===== src/hdl/vref_cal_cfg.svh =====
`ifndef VREF_CAL_CFG_SVH
`define VREF_CAL_CFG_SVH

// reference voltage control word width
`define VREF_W 4
// codes swept, 0 up to VREF_CODES-1
`define VREF_CODES 16
// code after reset or when nothing passes
`define VREF_DEFAULT 8
// sideband message width
`define SB_MSG_W 4
// lane result bits from the point test
`define LANES 16
// outgoing message queue entries
`define SB_QUEUE_DEPTH 4

`endif


===== src/hdl/vref_cal_pkg.sv =====
`default_nettype none

`include "vref_cal_cfg.svh"

package vref_cal_pkg;

	// decoded sideband messages for vref calibration
	typedef enum logic [`SB_MSG_W-1:0] {
		SB_NONE       = 0,
		SB_START_REQ  = 1,
		SB_START_RESP = 2,
		SB_END_REQ    = 3,
		SB_END_RESP   = 4
	} sb_msg_e;

	// initiator FSM
	typedef enum logic [2:0] {
		TX_IDLE, TX_SEND_START, TX_WAIT_START, TX_SEND_END, TX_WAIT_END, TX_DONE
	} tx_state_e;

	// responder FSM
	typedef enum logic [2:0] {
		RX_IDLE, RX_SET_CODE, RX_TEST, RX_PICK, RX_WAIT_END, RX_DONE
	} rx_state_e;

endpackage

`default_nettype wire


===== src/hdl/sb_msg_queue.sv =====
`timescale 1ns/1ps
`default_nettype none

`include "vref_cal_cfg.svh"

module sb_msg_queue (
	input  logic                  clk,
	input  logic                  i_reset,
	// responder push port, written first
	input  logic                  i_push_rx,
	input  vref_cal_pkg::sb_msg_e i_msg_rx,
	// initiator push port
	input  logic                  i_push_tx,
	input  vref_cal_pkg::sb_msg_e i_msg_tx,
	// sideband transmitter back-pressure
	input  logic                  i_busy,
	output vref_cal_pkg::sb_msg_e o_sideband_message,
	output logic                  o_valid
);

	import vref_cal_pkg::*;

	localparam int PTR_W = $clog2(`SB_QUEUE_DEPTH);

	sb_msg_e          mem [`SB_QUEUE_DEPTH];
	// extra msb tells full from empty
	logic [PTR_W:0]   wr_ptr;
	logic [PTR_W:0]   rd_ptr;
	logic [PTR_W-1:0] wr_idx_tx;
	logic             empty;
	logic             busy_q;
	logic             busy_fall;
	logic             issue;

	// tx lands behind rx when both push together
	assign wr_idx_tx = wr_ptr[PTR_W-1:0] + {{(PTR_W-1){1'b0}}, i_push_rx};
	assign empty     = (wr_ptr == rd_ptr);
	assign busy_fall = busy_q && !i_busy;

	// release of busy frees the sideband at once
	// otherwise idle for a cycle and no issue just before
	assign issue = !empty && (busy_fall || (!i_busy && !busy_q && !o_valid));

	always_ff @(posedge clk) begin
		if (i_push_rx) begin
			mem[wr_ptr[PTR_W-1:0]] <= i_msg_rx;
		end
		if (i_push_tx) begin
			mem[wr_idx_tx] <= i_msg_tx;
		end
	end

	always_ff @(posedge clk) begin
		if (i_reset) begin
			wr_ptr             <= '0;
			rd_ptr             <= '0;
			busy_q             <= 1'b0;
			o_valid            <= 1'b0;
			o_sideband_message <= SB_NONE;
		end else begin
			busy_q <= i_busy;
			wr_ptr <= wr_ptr + {{PTR_W{1'b0}}, i_push_rx} + {{PTR_W{1'b0}}, i_push_tx};
			// head goes out as a one cycle strobe
			o_valid <= issue;
			if (issue) begin
				o_sideband_message <= mem[rd_ptr[PTR_W-1:0]];
				rd_ptr             <= rd_ptr + 1'b1;
			end else begin
				o_sideband_message <= SB_NONE;
			end
		end
	end

endmodule

`default_nettype wire


===== src/hdl/vref_cal_rx.sv =====
`timescale 1ns/1ps
`default_nettype none

`include "vref_cal_cfg.svh"

module vref_cal_rx (
	input  logic                  clk,
	input  logic                  i_reset,
	input  logic                  i_en,
	// partner messages from the sideband decoder
	input  vref_cal_pkg::sb_msg_e i_decoded_sideband_message,
	input  logic                  i_sideband_valid,
	// 0 mainband, 1 valid pattern
	input  logic                  i_mode,
	// point test handshake
	input  logic                  i_test_ack,
	input  logic [`LANES-1:0]     i_rx_lanes_result,
	// towards the message queue
	output vref_cal_pkg::sb_msg_e o_msg,
	output logic                  o_push,
	// test enables
	output logic                  o_pt_en,
	output logic                  o_eye_width_sweep_en,
	output logic                  o_done,
	// analog receiver control word
	output logic [`VREF_W-1:0]    o_reciever_ref_voltage
);

	import vref_cal_pkg::*;

	rx_state_e           state;
	logic [`VREF_W-1:0]  code;
	logic                end_seen;
	logic                start_req;
	logic                end_req;
	logic                code_pass;
	logic                last_code;
	// passing window tracking
	logic [`VREF_W-1:0]  cur_start;
	logic [`VREF_W-1:0]  best_start;
	logic [`VREF_W-1:0]  run_start;
	logic [`VREF_W:0]    cur_len;
	logic [`VREF_W:0]    best_len;
	logic [`VREF_W:0]    run_len;
	logic [`VREF_W:0]    centre;

	// requests are ours, responses belong to the initiator
	assign start_req = i_sideband_valid && (i_decoded_sideband_message == SB_START_REQ);
	assign end_req   = i_sideband_valid && (i_decoded_sideband_message == SB_END_REQ);

	// mainband needs every lane, valid pattern only lane 0
	assign code_pass = i_mode ? i_rx_lanes_result[0] : (&i_rx_lanes_result);
	assign last_code = (code == (`VREF_CODES - 1));

	// run extended by the current code if it passes
	assign run_start = (cur_len == '0) ? code : cur_start;
	assign run_len   = cur_len + 1'b1;

	// start plus half of (length - 1), rounded down
	assign centre = {1'b0, best_start} + ((best_len - 1'b1) >> 1);

	always_ff @(posedge clk) begin
		if (i_reset) begin
			state      <= RX_IDLE;
			code       <= `VREF_W'(`VREF_DEFAULT);
			end_seen   <= 1'b0;
			o_push     <= 1'b0;
			o_msg      <= SB_NONE;
			cur_start  <= '0;
			cur_len    <= '0;
			best_start <= '0;
			best_len   <= '0;
		end else begin
			// push is a single cycle strobe
			o_push <= 1'b0;
			if (!i_en) begin
				// final code stays until the next sweep
				state <= RX_IDLE;
			end else begin
				// end request may come early, remember it
				if (end_req && (state != RX_IDLE)) begin
					end_seen <= 1'b1;
				end
				case (state)
					RX_IDLE: begin
						if (start_req) begin
							code     <= '0;
							end_seen <= 1'b0;
							cur_len  <= '0;
							best_len <= '0;
							o_push   <= 1'b1;
							o_msg    <= SB_START_RESP;
							state    <= RX_SET_CODE;
						end
					end
					// code settles one cycle before the enable rises
					RX_SET_CODE: state <= RX_TEST;
					RX_TEST: begin
						if (i_test_ack) begin
							if (code_pass) begin
								cur_start <= run_start;
								cur_len   <= run_len;
								// strictly longer so ties keep the lower start
								if (run_len > best_len) begin
									best_start <= run_start;
									best_len   <= run_len;
								end
							end else begin
								cur_len <= '0;
							end
							if (last_code) begin
								state <= RX_PICK;
							end else begin
								code  <= code + 1'b1;
								state <= RX_SET_CODE;
							end
						end
					end
					RX_PICK: begin
						// no passing code falls back to default
						code  <= (best_len == '0) ? `VREF_W'(`VREF_DEFAULT) :
							centre[`VREF_W-1:0];
						state <= RX_WAIT_END;
					end
					RX_WAIT_END: begin
						if (end_seen || end_req) begin
							o_push <= 1'b1;
							o_msg  <= SB_END_RESP;
							state  <= RX_DONE;
						end
					end
					RX_DONE: state <= RX_DONE;
					default: state <= RX_IDLE;
				endcase
			end
		end
	end

	// enable held from state until the ack moves us on
	assign o_pt_en              = (state == RX_TEST) && !i_mode;
	assign o_eye_width_sweep_en = (state == RX_TEST) && i_mode;
	assign o_done                 = (state == RX_DONE);
	assign o_reciever_ref_voltage = code;

endmodule

`default_nettype wire


===== src/hdl/vref_cal_tx.sv =====
`timescale 1ns/1ps
`default_nettype none

module vref_cal_tx (
	input  logic                  clk,
	input  logic                  i_reset,
	input  logic                  i_en,
	// partner messages from the sideband decoder
	input  vref_cal_pkg::sb_msg_e i_decoded_sideband_message,
	input  logic                  i_sideband_valid,
	// 0 mainband, 1 valid pattern
	input  logic                  i_mainband_or_valtrain_test,
	// towards the message queue
	output vref_cal_pkg::sb_msg_e o_msg,
	output logic                  o_push,
	output logic                  o_mode,
	output logic                  o_done
);

	import vref_cal_pkg::*;

	tx_state_e state;
	logic      start_resp_rcvd;
	logic      end_resp_rcvd;

	// only responses are ours, requests belong to the responder
	assign start_resp_rcvd = i_sideband_valid &&
		(i_decoded_sideband_message == SB_START_RESP);
	assign end_resp_rcvd = i_sideband_valid &&
		(i_decoded_sideband_message == SB_END_RESP);

	always_ff @(posedge clk) begin
		if (i_reset) begin
			state  <= TX_IDLE;
			o_mode <= 1'b0;
		end else if (!i_en) begin
			// enable low parks the FSM, mode is kept
			state <= TX_IDLE;
		end else begin
			case (state)
				TX_IDLE: begin
					// test mode frozen for the whole calibration
					o_mode <= i_mainband_or_valtrain_test;
					state  <= TX_SEND_START;
				end
				TX_SEND_START: state <= TX_WAIT_START;
				TX_WAIT_START: begin
					if (start_resp_rcvd) begin
						state <= TX_SEND_END;
					end
				end
				TX_SEND_END: state <= TX_WAIT_END;
				TX_WAIT_END: begin
					if (end_resp_rcvd) begin
						state <= TX_DONE;
					end
				end
				// hold done until enable drops
				TX_DONE: state <= TX_DONE;
				default: state <= TX_IDLE;
			endcase
		end
	end

	// one push per send state, each lasts a single cycle
	assign o_push = (state == TX_SEND_START) || (state == TX_SEND_END);
	assign o_msg  = (state == TX_SEND_END) ? SB_END_REQ : SB_START_REQ;
	assign o_done = (state == TX_DONE);

endmodule

`default_nettype wire


===== src/hdl/vref_cal_wrapper.sv =====
`timescale 1ns/1ps
`default_nettype none

`include "vref_cal_cfg.svh"

module vref_cal_wrapper (
	input  logic                 clk,
	input  logic                 i_reset,
	input  logic                 i_en,
	// sideband receive side
	input  logic [`SB_MSG_W-1:0] i_decoded_sideband_message,
	input  logic                 i_sideband_valid,
	// point test results and mode
	input  logic [`LANES-1:0]    i_rx_lanes_result,
	input  logic                 i_mainband_or_valtrain_test,
	input  logic                 i_busy,
	input  logic                 i_test_ack,
	// sideband transmit side
	output logic [`SB_MSG_W-1:0] o_sideband_message,
	output logic                 o_valid,
	// towards point test and eye sweep
	output logic                 o_mainband_or_valtrain_test,
	output logic                 o_test_ack,
	output logic                 o_pt_en,
	output logic                 o_eye_width_sweep_en,
	// analog receiver control word
	output logic [`VREF_W-1:0]   o_reciever_ref_voltage
);

	import vref_cal_pkg::*;

	sb_msg_e decoded_msg;
	sb_msg_e msg_tx;
	sb_msg_e msg_rx;
	sb_msg_e queue_msg;
	logic    push_tx;
	logic    push_rx;
	logic    done_tx;
	logic    done_rx;
	logic    mode;

	// raw sideband bits seen as message type
	assign decoded_msg                 = sb_msg_e'(i_decoded_sideband_message);
	assign o_sideband_message          = queue_msg;
	assign o_mainband_or_valtrain_test = mode;
	// calibration complete once both sides finish
	assign o_test_ack = done_tx && done_rx;

	vref_cal_tx tx_inst (
		.clk                         (clk),
		.i_reset                     (i_reset),
		.i_en                        (i_en),
		.i_decoded_sideband_message  (decoded_msg),
		.i_sideband_valid            (i_sideband_valid),
		.i_mainband_or_valtrain_test (i_mainband_or_valtrain_test),
		.o_msg                       (msg_tx),
		.o_push                      (push_tx),
		.o_mode                      (mode),
		.o_done                      (done_tx)
	);

	// responder follows the mode latched by the initiator
	vref_cal_rx rx_inst (
		.clk                    (clk),
		.i_reset                (i_reset),
		.i_en                   (i_en),
		.i_decoded_sideband_message (decoded_msg),
		.i_sideband_valid       (i_sideband_valid),
		.i_mode                 (mode),
		.i_test_ack             (i_test_ack),
		.i_rx_lanes_result      (i_rx_lanes_result),
		.o_msg                  (msg_rx),
		.o_push                 (push_rx),
		.o_pt_en                (o_pt_en),
		.o_eye_width_sweep_en   (o_eye_width_sweep_en),
		.o_done                 (done_rx),
		.o_reciever_ref_voltage (o_reciever_ref_voltage)
	);

	sb_msg_queue queue_inst (
		.clk                (clk),
		.i_reset            (i_reset),
		.i_push_rx          (push_rx),
		.i_msg_rx           (msg_rx),
		.i_push_tx          (push_tx),
		.i_msg_tx           (msg_tx),
		.i_busy             (i_busy),
		.o_sideband_message (queue_msg),
		.o_valid            (o_valid)
	);

endmodule

`default_nettype wire


===== config.mk =====
export PLATFORM = sky130hd
export DESIGN_NAME = vref_cal_wrapper
export DESIGN_NICKNAME = d
export VERILOG_FILES = /design/src/hdl/vref_cal_pkg.sv /design/src/hdl/sb_msg_queue.sv /design/src/hdl/vref_cal_rx.sv /design/src/hdl/vref_cal_tx.sv /design/src/hdl/vref_cal_wrapper.sv
export VERILOG_INCLUDE_DIRS = /design/src /design/src/hdl
export SDC_FILE = /design/constraint.sdc
export NUM_CORES = 1
export LEC_CHECK = 0
export BUFFER_PORTS_ARGS = -buffer_cell sky130_fd_sc_hd__buf_4
export CAP_MARGIN = 10
export CORE_MARGIN = 3
export CORE_UTILIZATION = 62
export DETAILED_ROUTE_END_ITERATION = 6
export PLACE_DENSITY = 0.95
export SLEW_MARGIN = 20
export SYNTH_ARGS = -nofsm -noshare
export SYNTH_HDL_FRONTEND = slang
export SYNTH_SLANG_ARGS = --single-unit
export TNS_END_PERCENT = 10

===== constraint.sdc =====
create_clock -name clk -period 3.69 [get_ports clk]
set_clock_uncertainty 0.1 [all_clocks]
set_input_delay 0 -clock clk [delete_from_list [all_inputs] [get_ports clk]]
set_output_delay 0 -clock clk [all_outputs]
set_load 0.005 [all_outputs]

# Yosys cells after proc, flatten, opt, wreduce, memory -nomap -nowiden

Memory sizes are Yosys's and may differ from the RTL's. A register that Yosys moved wholly into a read port is not among the register bits.
Index checks and enable logic that the tools add are counted.

Register bits: 43
Memory bits (writable): 16
Logic and storage cells: 128
Memories kept: 1

Memory list:

| memory         | depth | bits a word | read ports | clocked after memory_dff | wr ports | line               | text |
|---|---|---|---|---|---|---|---|
| queue_inst.mem | 4     | 4           | 1          | 1                        | 2        | sb_msg_queue.sv:25 | `` sb_msg_e mem [`SB_QUEUE_DEPTH]; `` |

Add/sub/neg operators: 8
Order comparisons: 1
Equality and inequality tests: 24
Multiplexer cells: 37
Bitwise operators: 2
Reduce and logical (&&, ||, !) cells: 40

Operator list:

| operator            | count |
|---|---|
| $pmux 3 s6          | 2 |
| $mux 5              | 6 |
| $mux 4              | 7 |
| $pmux 5 s2          | 2 |
| $reduce_and 16->1   | 1 |
| $mux 3              | 5 |
| $eq 3x2->1 const B  | 4 |
| $eq 3x3->1 const B  | 4 |
| $logic_and 1x1->1   | 12 |
| $ne 2x1->1 const B  | 6 |
| $pmux 4 s3          | 1 |
| $reduce_and 4->1    | 3 |
| $logic_not 5->1     | 2 |
| $mux 1              | 10 |
| $reduce_and 5->1    | 2 |
| $eq 4x2->1 const B  | 2 |
| $pmux 4 s2          | 1 |
| $add 3x1->3         | 2 |
| $eq 3x1->1 const B  | 2 |
| $logic_not 3->1     | 2 |
| $reduce_and 6->1    | 1 |
| $reduce_bool 3->1   | 2 |
| $add 5x1->5 const B | 1 |
| $gt 5x5->1          | 1 |
| 19 further kinds    | 31 |

# Logic depth before layout (Yosys ltp)

Word-level depth: 7
Mapped depth: 9
Depth with buffers taken out: 9

# Modules after synthesis

A second synthesis with hierarchy kept.

Cell total of the unflattened synthesis: 350
Area total of the unflattened synthesis: 3512.1 um^2

By module, submodules not included:

| module           | instances | cells each | area each (um^2) | sequential area each (um^2) |
|---|---|---|---|---|
| vref_cal_rx      | 1         | 224        | 1894.3           | 580.6 |
| sb_msg_queue     | 1         | 97         | 1357.6           | 720.7 |
| vref_cal_tx      | 1         | 28         | 254.0            | 80.1 |
| vref_cal_wrapper | 1         | 1          | 6.3              | 0.0 |

# Least setup slack after synthesis

OpenSTA, ideal clock, no wires.

Path type: register to register
Start point: register rx_inst.cur_len[0]
End point: register rx_inst.best_len[3]
Library setup time: 0.057 ns
Data arrival time: 2.217 ns
Data required time: 3.533 ns
Path slack: 1.315 ns
Cell stages (with the launch flop): 9
Clock period less this slack: 2.375 ns
Cells stage by stage: dfxtp_1 -> ha_1 -> nand3_1 -> xnor2_1 -> ha_1 -> mux2i_1 -> a2111oi_4 -> and2_4 -> a22o_2

Cells in the longest elaborated chain, start to end: 5

Ends and longest elaborated chain:

| item                                                               | line               | text |
|---|---|---|
| start, declared                                                    | vref_cal_rx.sv:42  | `` logic [`VREF_W:0] cur_len; `` |
| start signal, assigned                                             | vref_cal_rx.sv:102 | `cur_len <= run_len;` |
| $add 5x1->5 (*)                                                    | vref_cal_rx.sv:57  | `assign run_len = cur_len + 1'b1;` |
| parallel branches: the longest is 4 deep, another holds $gt 5x5->1 | --                 |  |
| end signal, assigned                                               | vref_cal_rx.sv:106 | `best_len <= run_len;` |
| end, declared                                                      | vref_cal_rx.sv:43  | `` logic [`VREF_W:0] best_len; `` |

Mark *: on every way between the ends. The select of a mux whose other input is x is not followed.
A chain may end at the register's enable or synchronous reset.

# Final worst setup path

Start point: register rx_inst.cur_len[0]
End point: register rx_inst.best_start[1]

Cells in the longest elaborated chain, start to end: 3

Ends and longest elaborated chain:

| item                       | line               | text |
|---|---|---|
| $add 5x1->5                | vref_cal_rx.sv:57  |  |
| $gt 5x5->1                 | vref_cal_rx.sv:104 | `if (run_len > best_len) begin` |
| $reduce_and 5->1 (no line) | --                 |  |
| end signal, assigned       | vref_cal_rx.sv:105 | `best_start <= run_start;` |
| end, declared              | vref_cal_rx.sv:40  | `` logic [`VREF_W-1:0] best_start; `` |

Parallel ways exist; a longest one is shown, timed or not.

==> impl_metrics.tcl <==
set metrics [dict create \
    cts_max_path_buffers 2 \
    worstSetupPathType "reg -> reg" \
    pre_cts_slack_ps 1020 \
    worstMarginPinSlew_ps 739 \
    reg2regPathDepth 8 \
    clk_pin_slew_worst_paths_ps 100 \
    setup_viol 0 \
    final_max_slew_viol_count 0 \
    dieWidth_um 75.6 \
    detail-route-antenna-nets 0 \
    cts_tree "done" \
    setup_tns_ps 0 \
    diodes 0 \
    rsz0062_at_grt "no" \
    syn_nets 370 \
    drc 0 \
    drt-initial-drc-count 222 \
    drt_wl_total_um 7050 \
    synth_area_um2 3010 \
    hold_viol_final 0 \
    maxCapViolCount 0 \
    routed.top_layer "met4" \
    arrival_ps 2820 \
    status "complete, no violations" \
    final_common_cell "dfxtp_1" \
    synth_top_flop_cell "dfxtp_1" \
    final_area_um2 3490 \
    ys_seq_area_frac 0.386 \
    fin_util 0.775 \
    cts_resized 0 \
    yosysWarnings 0 \
    die_y_um 75.6 \
    pwr_density_cell_nw_per_um2 319 \
    grt-ovfl-total 0 \
    routed-wl-met2_um 3550 \
    fp.dieArea_um2 5720 \
    fill_cells 294 \
    routed-wl-met3_um 440 \
    total_power_mw 1.11 \
    crit_path_end_kind "register" \
    cts_made_buffers 5 \
    boundaryPins 40 \
    ys_seq_elements 56 \
    synth.avg_cell_area_um2 9.22 \
    cts_setup_buffers 0 \
    timing.final.crit_share 0.732 \
    relSlewSlack 0.506 \
    cts_hold_buf 10 \
    async_reset_ff_frac 0 \
    grt.total_usage 0.270 \
    cp-start-kind "register" \
    ys_types 55 \
    routed_via_density 6.17 \
    fin_hold_ws_ps 128 \
    dp_hpwl_um 5010 \
    dpl-instance-area_um2 3300 \
    grt_max_degree 31 \
    dr_total_vias 2609 \
    firstDrtPassIters 5 \
    min_path_type "in -> reg" \
    synth_top_area_share 0.346 \
    gp_congestion 0.906 \
    start_util 0.667 \
    htreeDepth 2 \
    antenna_found_initial 0 \
    finalCriticalPeriod_ps 2700 \
    crit_path_max_fanout 9 \
    num_rows 24 \
    synthTopCellsByArea "dfxtp_1 (35%), ha_1 (6.2%), mux2i_1 (5.0%)" \
    port_buffers 38 \
    yosysTopAreaCell "dfxtp_1" \
    stdcell_count 423 \
    synthCells 326 \
    vdd_drop_max_mv 0.280 \
    final_cell_mix "dfxtp_1 (52), buf_4 (38), nor2_1 (36)" \
    areaGrowthSynthToFinish_pct 16.1 \
    dp_cells 405 \
    fin_nets 414 \
    grt_pass1_vias 2467 \
    crit_required_ps 3810 \
    core_region_area_um2 4500 \
    wl_met1_um 2940 \
    p_leak_nw 1.49 \
    clk_latency_ps 310 \
    grt_pass1_wl_um 11700 \
    drive_gt1_frac 0.170 \
    wl_per_cell_um 16.7 \
    fmax_mhz 370 \
    numClockSinks 56 \
    min_path_cells 4 \
    fin_ws_ps 990 \
    cts_root_buf "clkbuf_8" \
    synth_edf_count 4 \
]
[synthesized netlist by cell type (2+ instances only)]
cell type   n
dfxtp_1    52
nor2_1     36
nand2_1    26
a21oi_1    17
inv_1      17
ha_1       15
mux2i_1    15
xnor2_1    11
nand3_1     9
a211oi_1    8
nor2b_1     8
nor3_1      8
o21ai_0     8
and3_1      7
clkbuf_1    7
xor2_1      7
nand4_1     6
a22o_2      5
a22oi_1     5
nand3b_1    5
o31ai_1     5
edfxtp_1    4
a21o_1      3
mux4_2      3
nand2b_1    3
a311oi_1    2
a31oi_1     2
buf_2       2
fa_1        2
o21a_1      2
or3b_2      2
[routing by layer]
| metal | track usage | up-vias |
|---|---|---|
| met5 | 0 | - |
| met4 | 0.0971 | 0 |
| met3 | 0.0580 | 15 |
| met2 | 0.444 | 108 |
| met1 | 0.351 | 1226 |
| li1 | - | 1260 |
[state kept, by name (all words and copies together) (netlist names), 3 cells and up]
name,flops
queue_inst.mem,12
rx_inst.best_len,5
rx_inst.cur_len,5
rx_inst.best_start,4
rx_inst.cur_start,4
rx_inst.o_reciever_ref_voltage,4
queue_inst.o_sideband_message,3
queue_inst.rd_ptr,3
queue_inst.wr_ptr,3
rx_inst.state,3
tx_inst.state,3
[cell families after synthesis]
| kind of cell | share of synthesized area |
|---|---|
| muxes | 0.0762 |
| AOI/OAI and AO/OA | 0.167 |
| adders and majority gates | 0.0758 |
| buffers and inverters | 0.0396 |
| DFF | 0.386 |
| xor gates and xnor gates | 0.0525 |
| other | 0.00125 |
| and+or+nand+nor | 0.201 |
[power breakdown]
| part | internal (mW) | leakage [nW] | total (mW) | switching [mW] |
|---|---|---|---|---|
| clock | 0.136 | 0.0414 | 0.339 | 0.203 |
| sequential | 0.632 | 0.461 | 0.655 | 0.0233 |
| combinational | 0.0670 | 0.984 | 0.120 | 0.0533 |
| total | 0.834 | 1.49 | 1.11 | 0.280 |
[area by class of cell]
cell class	instances	area (um^2)	area share
Clock buffer	6	72.6	0.0208
Clock inverter	2	16.3	0.00466
Inverter	17	63.8	0.0183
Multi-Input combinational cell	242	1730	0.494
Sequential cell	56	1160	0.333
Tap cell	52	65.1	0.0186
Timing Repair Buffer	48	385	0.110
[critical path: stages, from the launching register on]
cell       delay [ps]
dfxtp_1           440
ha_1              270
nand3_1           110
xnor2_1           260
ha_1              300
mux2i_1           170
a2111oi_4         590
nor2_1            100
a211oi_1          260
[path summary, 6_finish.rpt]
path,start,slack (ps),end
min,i_decoded_sideband_message[0],130,rx_inst.end_seen$_SDFFE_PP0P_
max reg2reg,rx_inst.cur_len[0]$_SDFFE_PP0P_,990,rx_inst.best_start[1]$_SDFFE_PP0P_
max,rx_inst.cur_len[0]$_SDFFE_PP0P_,990,rx_inst.best_start[1]$_SDFFE_PP0P_
min reg2reg,queue_inst.mem[0][0]$_SDFFE_PP1P_,360,queue_inst.mem[0][0]$_SDFFE_PP1P_
Note: power is estimated with default switching activity, not from simulation.
